$ cat src/rtl/raster_pkg.sv
// Shared fixed-point coordinate format and multisample mode codes, imported by every RTL file
`default_nettype none

package raster_pkg;

    // Total bits in one coordinate
    localparam int SIGFIG = 24;

    // Fraction bits, the integer part sits above them
    localparam int RADIX = 10;

    // Vertices per triangle
    localparam int NUM_VERTS = 3;

    // Signed fixed point, 14 integer bits over 10 fraction bits
    typedef logic signed [SIGFIG-1:0] coord_t;

    // One-hot multisample mode
    // Sample step is 1, 1/2, 1/4 and 1/8 pixel
    typedef enum logic [3:0] {
        MSAA_1X  = 4'b1000,
        MSAA_4X  = 4'b0100,
        MSAA_16X = 4'b0010,
        MSAA_64X = 4'b0001
    } msaa_mode_e;

endpackage

`default_nettype wire

$ cat src/rtl/backface_cull.sv
// Combinational winding test, flags counter-clockwise and degenerate triangles for discard
`timescale 1ns/100ps
`default_nettype none

module backface_cull import raster_pkg::*; (
    input  coord_t tri_x [NUM_VERTS],
    input  coord_t tri_y [NUM_VERTS],
    output logic   cull
);

    // One extra bit so the vertex differences never wrap
    localparam int EDGE_W  = SIGFIG + 1;
    // Products of two edges plus one bit for the final subtract
    localparam int CROSS_W = 2 * EDGE_W + 1;

    logic signed [EDGE_W-1:0]  edge0_x;
    logic signed [EDGE_W-1:0]  edge0_y;
    logic signed [EDGE_W-1:0]  edge1_x;
    logic signed [EDGE_W-1:0]  edge1_y;
    logic signed [CROSS_W-1:0] cross_z;

    // Edge from v0 to v1
    assign edge0_x = EDGE_W'(tri_x[1]) - EDGE_W'(tri_x[0]);
    assign edge0_y = EDGE_W'(tri_y[1]) - EDGE_W'(tri_y[0]);

    // Edge from v1 to v2
    assign edge1_x = EDGE_W'(tri_x[2]) - EDGE_W'(tri_x[1]);
    assign edge1_y = EDGE_W'(tri_y[2]) - EDGE_W'(tri_y[1]);

    // z part of edge0 x edge1, operands widened before the multiply
    assign cross_z = (CROSS_W'(edge0_x) * CROSS_W'(edge1_y))
                   - (CROSS_W'(edge0_y) * CROSS_W'(edge1_x));

    // Zero area or counter-clockwise winding gets dropped
    // Only a negative product survives
    assign cull = ~cross_z[CROSS_W-1];

endmodule

`default_nettype wire

$ cat src/rtl/bbox_extent.sv
// Combinational min/max of the three triangle vertices per axis, giving the raw bounding box
`timescale 1ns/100ps
`default_nettype none

module bbox_extent import raster_pkg::*; (
    input  coord_t tri_x [NUM_VERTS],
    input  coord_t tri_y [NUM_VERTS],
    output coord_t ll_x,
    output coord_t ll_y,
    output coord_t ur_x,
    output coord_t ur_y
);

    // Both axes side by side, index 0 is x and 1 is y
    coord_t axis_v   [2][NUM_VERTS];
    coord_t axis_min [2];
    coord_t axis_max [2];

    assign axis_v[0] = tri_x;
    assign axis_v[1] = tri_y;

    for (genvar a = 0; a < 2; a++) begin : g_axis
        logic le01;
        logic le02;
        logic le12;
        logic [2:0] min_sel;
        logic [2:0] max_sel;

        // Three signed compares shared by min and max
        assign le01 = axis_v[a][0] <= axis_v[a][1];
        assign le02 = axis_v[a][0] <= axis_v[a][2];
        assign le12 = axis_v[a][1] <= axis_v[a][2];

        // One-hot pick of the smallest, equal values go to the lower vertex
        assign min_sel[0] = le01 & le02;
        assign min_sel[1] = ~le01 & le12;
        assign min_sel[2] = ~min_sel[0] & ~min_sel[1];

        // One-hot pick of the largest
        assign max_sel[2] = le02 & le12;
        assign max_sel[1] = le01 & ~le12;
        assign max_sel[0] = ~max_sel[2] & ~max_sel[1];

        // AND-OR mux over the select bits
        assign axis_min[a] = ({SIGFIG{min_sel[0]}} & axis_v[a][0])
                           | ({SIGFIG{min_sel[1]}} & axis_v[a][1])
                           | ({SIGFIG{min_sel[2]}} & axis_v[a][2]);
        assign axis_max[a] = ({SIGFIG{max_sel[0]}} & axis_v[a][0])
                           | ({SIGFIG{max_sel[1]}} & axis_v[a][1])
                           | ({SIGFIG{max_sel[2]}} & axis_v[a][2]);
    end

    assign ll_x = axis_min[0];
    assign ll_y = axis_min[1];
    assign ur_x = axis_max[0];
    assign ur_y = axis_max[1];

endmodule

`default_nettype wire

$ cat src/rtl/bbox_snap_clip.sv
// Combinational snap of the raw box to the sample grid, screen clamp and accept/reject decision
`timescale 1ns/100ps
`default_nettype none

module bbox_snap_clip import raster_pkg::*; (
    input  coord_t     ll_x,
    input  coord_t     ll_y,
    input  coord_t     ur_x,
    input  coord_t     ur_y,
    input  coord_t     screen_x,
    input  coord_t     screen_y,
    input  msaa_mode_e msaa_mode,
    input  logic       tri_valid,
    input  logic       cull,
    output coord_t     clip_ll_x,
    output coord_t     clip_ll_y,
    output coord_t     clip_ur_x,
    output coord_t     clip_ur_y,
    output logic       valid
);

    // Fraction bits kept for the current sample step
    logic [RADIX-1:0] frac_mask;

    coord_t snap_ll_x;
    coord_t snap_ll_y;
    coord_t snap_ur_x;
    coord_t snap_ur_y;

    // Finer grids keep more of the upper fraction bits
    always_comb begin
        case (msaa_mode)
            MSAA_1X:  frac_mask = {RADIX{1'b0}};
            MSAA_4X:  frac_mask = {1'b1, {(RADIX-1){1'b0}}};
            MSAA_16X: frac_mask = {2'b11, {(RADIX-2){1'b0}}};
            MSAA_64X: frac_mask = {3'b111, {(RADIX-3){1'b0}}};
            // Unknown code falls back to whole pixels
            default:  frac_mask = {RADIX{1'b0}};
        endcase
    end

    // Integer part passes, low fraction bits cleared
    // Two's complement makes this a floor for negative values too
    assign snap_ll_x = {ll_x[SIGFIG-1:RADIX], ll_x[RADIX-1:0] & frac_mask};
    assign snap_ll_y = {ll_y[SIGFIG-1:RADIX], ll_y[RADIX-1:0] & frac_mask};
    assign snap_ur_x = {ur_x[SIGFIG-1:RADIX], ur_x[RADIX-1:0] & frac_mask};
    assign snap_ur_y = {ur_y[SIGFIG-1:RADIX], ur_y[RADIX-1:0] & frac_mask};

    // Lower left below or left of the origin pulls in to 0
    assign clip_ll_x = snap_ll_x[SIGFIG-1] ? '0 : snap_ll_x;
    assign clip_ll_y = snap_ll_y[SIGFIG-1] ? '0 : snap_ll_y;

    // Upper right past the screen edge pulls in to the edge
    assign clip_ur_x = (snap_ur_x > screen_x) ? screen_x : snap_ur_x;
    assign clip_ur_y = (snap_ur_y > screen_y) ? screen_y : snap_ur_y;

    // Reject when the box starts beyond the screen or ends before the origin
    // Culled and empty slots are rejected as well
    assign valid = tri_valid
                 & ~cull
                 & (snap_ll_x <= screen_x)
                 & (snap_ll_y <= screen_y)
                 & ~snap_ur_x[SIGFIG-1]
                 & ~snap_ur_y[SIGFIG-1];

endmodule

`default_nettype wire

$ cat src/rtl/bbox_stage_regs.sv
// Stallable shift chain of PIPE_DEPTH stages carrying valid, clipped box and vertices downstream
`timescale 1ns/100ps
`default_nettype none

module bbox_stage_regs import raster_pkg::*; #(
    parameter int PIPE_DEPTH = 3
) (
    input  logic   clk,
    input  logic   reset,
    input  logic   halt,
    input  logic   in_valid,
    input  coord_t in_x [NUM_VERTS],
    input  coord_t in_y [NUM_VERTS],
    input  coord_t in_box_ll_x,
    input  coord_t in_box_ll_y,
    input  coord_t in_box_ur_x,
    input  coord_t in_box_ur_y,
    output logic   out_valid,
    output coord_t out_x [NUM_VERTS],
    output coord_t out_y [NUM_VERTS],
    output coord_t out_box_ll_x,
    output coord_t out_box_ll_y,
    output coord_t out_box_ur_x,
    output coord_t out_box_ur_y
);

    // Stage 0 is nearest the input
    logic   valid_q [PIPE_DEPTH];
    coord_t x_q     [PIPE_DEPTH][NUM_VERTS];
    coord_t y_q     [PIPE_DEPTH][NUM_VERTS];
    // Corners in the order ll_x, ll_y, ur_x, ur_y
    coord_t box_q   [PIPE_DEPTH][4];

    always_ff @(posedge clk) begin
        if (reset) begin
            for (int s = 0; s < PIPE_DEPTH; s++) begin
                valid_q[s] <= 1'b0;
                x_q[s]     <= '{default: '0};
                y_q[s]     <= '{default: '0};
                box_q[s]   <= '{default: '0};
            end
        end else if (!halt) begin
            // Head of the chain takes the current result
            valid_q[0] <= in_valid;
            x_q[0]     <= in_x;
            y_q[0]     <= in_y;
            box_q[0]   <= '{in_box_ll_x, in_box_ll_y, in_box_ur_x, in_box_ur_y};
            // Every later stage takes its predecessor
            for (int s = 1; s < PIPE_DEPTH; s++) begin
                valid_q[s] <= valid_q[s-1];
                x_q[s]     <= x_q[s-1];
                y_q[s]     <= y_q[s-1];
                box_q[s]   <= box_q[s-1];
            end
        end
    end

    // Tail stage drives the outputs
    assign out_valid    = valid_q[PIPE_DEPTH-1];
    assign out_x        = x_q[PIPE_DEPTH-1];
    assign out_y        = y_q[PIPE_DEPTH-1];
    assign out_box_ll_x = box_q[PIPE_DEPTH-1][0];
    assign out_box_ll_y = box_q[PIPE_DEPTH-1][1];
    assign out_box_ur_x = box_q[PIPE_DEPTH-1][2];
    assign out_box_ur_y = box_q[PIPE_DEPTH-1][3];

endmodule

`default_nettype wire

$ cat src/rtl/bbox_unit.sv
// Bounding-box stage top level, combinational box logic feeding a stallable register chain
`timescale 1ns/100ps
`default_nettype none

module bbox_unit import raster_pkg::*; #(
    // Register stages between input and output, 1 or more
    parameter int PIPE_DEPTH = 3
) (
    input  logic       clk,
    input  logic       reset,
    // Triangle in
    input  coord_t     tri_x [NUM_VERTS],
    input  coord_t     tri_y [NUM_VERTS],
    input  logic       tri_valid,
    // Configuration, held steady while triangles arrive
    input  coord_t     screen_x,
    input  coord_t     screen_y,
    input  msaa_mode_e msaa_mode,
    // High freezes the whole stage
    input  logic       halt,
    // Delayed vertices
    output coord_t     out_x [NUM_VERTS],
    output coord_t     out_y [NUM_VERTS],
    // Clipped box
    output coord_t     box_ll_x,
    output coord_t     box_ll_y,
    output coord_t     box_ur_x,
    output coord_t     box_ur_y,
    output logic       box_valid
);

    // Raw box from the min/max search
    coord_t raw_ll_x;
    coord_t raw_ll_y;
    coord_t raw_ur_x;
    coord_t raw_ur_y;

    logic   cull;

    // Snapped and clamped box ahead of the registers
    coord_t clip_ll_x;
    coord_t clip_ll_y;
    coord_t clip_ur_x;
    coord_t clip_ur_y;
    logic   stage_valid;

    bbox_extent bbox_extent_inst (
        .tri_x (tri_x),
        .tri_y (tri_y),
        .ll_x  (raw_ll_x),
        .ll_y  (raw_ll_y),
        .ur_x  (raw_ur_x),
        .ur_y  (raw_ur_y)
    );

    backface_cull backface_cull_inst (
        .tri_x (tri_x),
        .tri_y (tri_y),
        .cull  (cull)
    );

    bbox_snap_clip bbox_snap_clip_inst (
        .ll_x      (raw_ll_x),
        .ll_y      (raw_ll_y),
        .ur_x      (raw_ur_x),
        .ur_y      (raw_ur_y),
        .screen_x  (screen_x),
        .screen_y  (screen_y),
        .msaa_mode (msaa_mode),
        .tri_valid (tri_valid),
        .cull      (cull),
        .clip_ll_x (clip_ll_x),
        .clip_ll_y (clip_ll_y),
        .clip_ur_x (clip_ur_x),
        .clip_ur_y (clip_ur_y),
        .valid     (stage_valid)
    );

    // Vertices ride alongside the box so both leave together
    bbox_stage_regs #(
        .PIPE_DEPTH (PIPE_DEPTH)
    ) bbox_stage_regs_inst (
        .clk          (clk),
        .reset        (reset),
        .halt         (halt),
        .in_valid     (stage_valid),
        .in_x         (tri_x),
        .in_y         (tri_y),
        .in_box_ll_x  (clip_ll_x),
        .in_box_ll_y  (clip_ll_y),
        .in_box_ur_x  (clip_ur_x),
        .in_box_ur_y  (clip_ur_y),
        .out_valid    (box_valid),
        .out_x        (out_x),
        .out_y        (out_y),
        .out_box_ll_x (box_ll_x),
        .out_box_ll_y (box_ll_y),
        .out_box_ur_x (box_ur_x),
        .out_box_ur_y (box_ur_y)
    );

endmodule

`default_nettype wire

$ cat config.mk
export PLATFORM = sky130hd
export DESIGN_NAME = bbox_unit
export DESIGN_NICKNAME = d
export VERILOG_FILES = /design/src/rtl/raster_pkg.sv /design/src/rtl/backface_cull.sv /design/src/rtl/bbox_extent.sv /design/src/rtl/bbox_snap_clip.sv /design/src/rtl/bbox_stage_regs.sv /design/src/rtl/bbox_unit.sv
export SDC_FILE = /design/constraint.sdc
export NUM_CORES = 2
export LEC_CHECK = 0
export ABC_AREA = 1
export ABC_CLOCK_PERIOD_IN_PS = 18200
export BUFFER_PORTS_ARGS = -buffer_cell sky130_fd_sc_hd__buf_2
export CAP_MARGIN = 30
export CORE_MARGIN = 5
export CORE_UTILIZATION = 54
export DETAILED_ROUTE_END_ITERATION = 16
export MAX_ROUTING_LAYER = met4
export PLACE_DENSITY_LB_ADDON = 0.25
export SYNTH_ARGS = -nofsm -noshare
export SYNTH_HDL_FRONTEND = slang
export SYNTH_SLANG_ARGS = --single-unit
$ cat constraint.sdc
create_clock -name clk -period 18.2 [get_ports clk]
set_input_delay 0.91 -clock clk [delete_from_list [all_inputs] [get_ports clk]]
set_output_delay 0.91 -clock clk [all_outputs]
set_load 0.03 [all_outputs]
# Yosys cells after proc, flatten, opt, wreduce, memory -nomap -nowiden
# Memories as Yosys holds them, arrays and structs flattened.
# Cells that the tools add are included.
dict set report totals {
  mem_count 4
  ramBits 723
  ff_bits 0
}
dict set report op_classes {
  mux 22
  n_mul 2
  order_cmp 10
  n_eq_ne 3
  n_addsub 5
  n_bitwise 67
}
# memory words word_bits rd rd_clocked_by_memory_dff write_ports line
set mem_list {}
lappend mem_list {bbox_stage_regs_inst.box_q 3 96 3 0 3 bbox_stage_regs.sv:32} ;# coord_t box_q [PIPE_DEPTH][4];
lappend mem_list {bbox_stage_regs_inst.x_q 3 72 3 0 3 bbox_stage_regs.sv:29} ;# coord_t x_q [PIPE_DEPTH][NUM_VERTS];
lappend mem_list {bbox_stage_regs_inst.y_q 3 72 3 0 3 bbox_stage_regs.sv:30} ;# coord_t y_q [PIPE_DEPTH][NUM_VERTS];
lappend mem_list {bbox_stage_regs_inst.valid_q 3 1 3 0 3 bbox_stage_regs.sv:28} ;# logic valid_q [PIPE_DEPTH];
# op n
set ops {}
lappend ops {{2-to-1 mux 72 bit} 6}
lappend ops {{bitwise AND 24 bit} 12}
lappend ops {{2-to-1 mux 96 bit} 3}
lappend ops {{<= comparator 24 bit} 8}
lappend ops {{OR 24 bit} 8}
lappend ops {{multiplier 25 x 25 -> 50 bit} 2}
lappend ops {{subtractor 24 x 24 -> 25 bit} 4}
lappend ops {{subtractor 51 bit} 1}
lappend ops {{greater-than comparator 24 bit} 2}
lappend ops {{2-to-1 mux 24 bit} 2}
lappend ops {{2-to-1 mux 23 bit} 2}
lappend ops {{bitwise AND 10 bit} 4}
lappend ops {{one-hot mux 10 bit (3 select lines)} 1}
lappend ops {{bitwise AND 1 bit} 17}
lappend ops {{NOT 1 bit} 14}
lappend ops {{OR 1 bit} 12}
lappend ops {{2-to-1 mux 1 bit} 8}
lappend ops {{equality test 4 x 1 -> 1 bit (second input constant)} 1}
lappend ops {{equality test 4 x 2 -> 1 bit (second input constant)} 1}
lappend ops {{equality test 4 x 3 -> 1 bit (second input constant)} 1}

# Depth between registers and ports, before layout
dict set report logic_depth {
  ltp_word 14
  ltp_mapped 57
  depth_no_buf 56
}

# Hierarchy
# From an unflattened synthesis, not the netlist that was laid out.
dict set report hier_totals {
  hier_cells 10487
  hier_area_um2 91624.1
}
# mod area_each_um2 cells_per_inst instances seq_area_each_um2
set by_module_without_submodules {}
lappend by_module_without_submodules {backface_cull 51697.1 6204 1 0.0}
lappend by_module_without_submodules {bbox_stage_regs 29657.2 2493 1 21710.8}
lappend by_module_without_submodules {bbox_extent 7049.3 1195 1 0.0}
lappend by_module_without_submodules {bbox_snap_clip 3220.6 595 1 0.0}

# Least setup slack after synthesis
# No wires, ideal clock.
dict set report synth_timing {
  path_type {input-to-reg}
  start {input reset}
  end {memory bbox_stage_regs_inst.box_q[0][0] (netlist name) (enable)}
  t_arrival_ps 11769
  setup_ps 4688
  path_stages 2
  path_slack_ps 1743
  path_buffers 0
  path_cell_list {inv_1 -> nand2_1}
}
# item line
set synth_rtl {}
lappend synth_rtl {{from (decl)} bbox_unit.sv:10} ;# input logic reset,
lappend synth_rtl {{to (decl)} bbox_stage_regs.sv:32}

==> reports/metrics.yaml <==
routing:
  wl_mm: 262.6
  viasPerCell: 5.389
  wl_met2_mm: 118.4
  ant_nets: 0
  drt_iter0_drc: 5825
  drt_first_pass_iters: 6
  route.met3.wl_mm: 25.28
  post_drt_wl_per_cell_microns: 21.97
  drc_errors: 0
  vias: 64400
  dr.max_layer_used: "met4"
  met1_length_mm: 103.9
outcome:
  outcome: "complete, no violations"
floorplanning:
  io_pins: 441
  initial_core_util: 0.5411
  die_width_microns: 404.9
  chipHeight_microns: 404.9
  floorplan.die_area_sq_um: 164000
  core_sq_um: 155700
  num_rows: 145
clocking:
  clk_path_buf_depth: 3
  postCtsSetupRepairBufs: 0
  clk_pin_slew_ns: 0.08
  ctsHoldBuffers: 0
  clk_latency_ns: 0.67
  ctsRootBufferMaster: "clkbuf_16"
  cts_resized: 0
  ctsHtreeMaxLevel: 2
  numCtsBuffers: 60
  cts_tree: "built"
  clock_sinks: 675
placed_design:
  port_buffers: 424
  place_hpwl_mm: 216.0
  postPlaceCellArea_sq_um: 87340
  place_congestion: 1.007
critical_path:
  r2r_end: "bbox_stage_regs_inst.y_q[0][72]$_SDFFCE_PN0P_"
  crit_slowest_cell: "fa_1"
  end_kind: "flop"
  worstPathArrival_ns: 11.80
  path_class: "input pin to flop"
  cp-start-kind: "input pin"
  startpoint: "tri_y[26]"
  max_stage_delay_ns: 0.87
  r2r-start: "bbox_stage_regs_inst.y_q[0][0]$_SDFFCE_PN0P_"
  crit_path_max_fanout: 14
  r2r_slack_ns: 17.32
  critical_path.most_common_cell: "nand2_1"
  cp.required_ns: 18.59
  worst-r2r-cell-count: 2
logic_synthesis:
  synth_edf_count: 675
  synth_cells: 9701
  synthFlopType: "edfxtp_1"
  yosysSeqAreaShare: 0.2406
  syn_area_sq_um: 84230
  syn_avg_cell_area_sq_um: 8.683
  synth-seq-cells: 675
  synthDistinctLibCells: 61
  async_flop_share: 0
  yosys_warnings: 0
timing:
  fin_crit_sh: 0.6274
  slew_viol_final: 0
  hold_violations: 0
  tightest_slew_ns: 1.091
  skew_ns: 0.05981
  fin_tns_setup_ns: 0
  whs_ns: 0.4914
  timing.slew.headroom: 0.2724
  fin_crit_ns: 11.42
  fmax_mhz: 87.58
  report.final.setup_viol: 0
  rsz0062_at_grt: "false"
cells_and_area:
  fin_area_sq_um: 89540
  drive_above_1_share: 0.07624
  area_delta_synth_final_pct: 6.307
  seq_area_sq_um: 20270
  fillerInstances: 14100
  fin_nets: 11880
  multiInputGateArea_sq_um: 52450
global_route:
  grt.total_usage: 0.3329
  gr-total-overflow: 0
  antenna_found_initial: 33
  grt_start_max_net_pins: 187
  grt_pass1_wl_mm: 400.0
  grt_pass1_vias: 66510
hold_path:
  hold_path_depth: 2
  hold_end: "bbox_stage_regs_inst.y_q[0][128]$_SDFFCE_PN0P_"
  worstHoldStart: "bbox_stage_regs_inst.y_q[0][56]$_SDFFCE_PN0P_"
  hold_class: "flop to flop"
run:
  drv_cap: 0
## sequential cells by signal, summed over array words and instances (netlist names)
register                      flops
bbox_stage_regs_inst.box_q      240
bbox_stage_regs_inst.x_q        216
bbox_stage_regs_inst.y_q        216
bbox_stage_regs_inst.valid_q      3
## final cells by class
type / instances / area share
Antenna cell: 29 / 0.0008105
Sequential cell: 675 / 0.2264
Multi-Input combinational cell: 6144 / 0.5858
Tap cell: 2058 / 0.02876
Clock inverter: 42 / 0.005352
Inverter: 2400 / 0.1007
Timing Repair Buffer: 534 / 0.03507
Clock buffer: 69 / 0.01715
## critical path, delay by kind of cell
kind / cells / cell delay [ns]
adders and majority gates: 10 / 5.31
and+or+nand+nor: 19 / 2.67
buffers and inverters: 10 / 1.61
AOI/OAI and AO/OA: 4 / 0.91
xor gates and xnor gates: 2 / 0.37
## per-layer routing
| layer | track usage | vias up |
|---|---|---|
| met4 | 0.1501 | 0 |
| li1 | - | 28840 |
| met5 | - | - |
| met3 | 0.06837 | 717 |
| met2 | 0.5078 | 3145 |
| met1 | 0.4335 | 31700 |
## logic make-up after synthesis
kind of cell               synth area share
and+or+nand+nor                      0.1633
AOI/OAI and AO/OA                   0.04098
adders and majority gates            0.3944
xor gates and xnor gates            0.01882
other                            0.00004452
buffers and inverters                0.1418
DFF                                  0.2406
## how the worst max path moves through the flow
stage                                                            end  slack [ns]  cells after the start
global placement    bbox_stage_regs_inst.valid_q[0][0]$_SDFFCE_PN0P_        6.09                     47
CTS                 bbox_stage_regs_inst.valid_q[0][0]$_SDFFCE_PN0P_        6.88                     51
global route        bbox_stage_regs_inst.valid_q[0][0]$_SDFFCE_PN0P_        5.95                     52
floorplan             bbox_stage_regs_inst.box_q[0][0]$_SDFFCE_PP0P_        1.74                      2
finish              bbox_stage_regs_inst.valid_q[0][0]$_SDFFCE_PN0P_        6.78                     45
detailed placement  bbox_stage_regs_inst.valid_q[0][0]$_SDFFCE_PN0P_        6.23                     51
## stage by stage
stage | util | setup slack, ns | cells
floorplan | - | 1.743 | 9716
global placement | 0.5601 | 6.088 | 11800
detailed placement | 0.5611 | 6.225 | 11810
CTS | 0.5740 | 6.880 | 11920
global route | 0.5752 | 5.954 | 11950
finish | 0.5752 | 6.781 | 11950
## cells in the final DEF, fill, tap and decap left out, types with 25 or more instances in the layout
cell type,synthesis,layout
a21o_1,36,36
a21oi_1,275,275
a31oi_1,25,25
buf_2,61,424
buf_4,246,99
clkbuf_16,0,60
diode_2,0,29
edfxtp_1,675,675
fa_1,1320,1320
ha_1,543,543
inv_1,2371,2370
nand2_1,1663,1662
nand3_1,178,178
nand4_1,43,43
nor2_1,1483,1483
nor3_1,29,29
o21ai_0,155,154
o21bai_1,37,37
xnor2_1,75,62
xor2_1,93,78
## cells in the mapped netlist, types with 36 or more instances
library cell,n,area share
xnor2_1,75,0.0078
inv_1,2371,0.11
a21oi_1,275,0.016
nand4_1,43,0.0032
xor2_1,93,0.0097
edfxtp_1,675,0.24
clkbuf_1,173,0.0077
nand3_1,178,0.011
fa_1,1320,0.31
o21ai_0,155,0.0092
ha_1,543,0.081
nand2_1,1663,0.074
o21bai_1,37,0.0033
a21o_1,36,0.0032
buf_2,61,0.0036
nor2_1,1483,0.066
buf_4,246,0.022
Power is not shown: default switching activity piles up to over one toggle a cycle in this logic, so the estimate is an artifact.
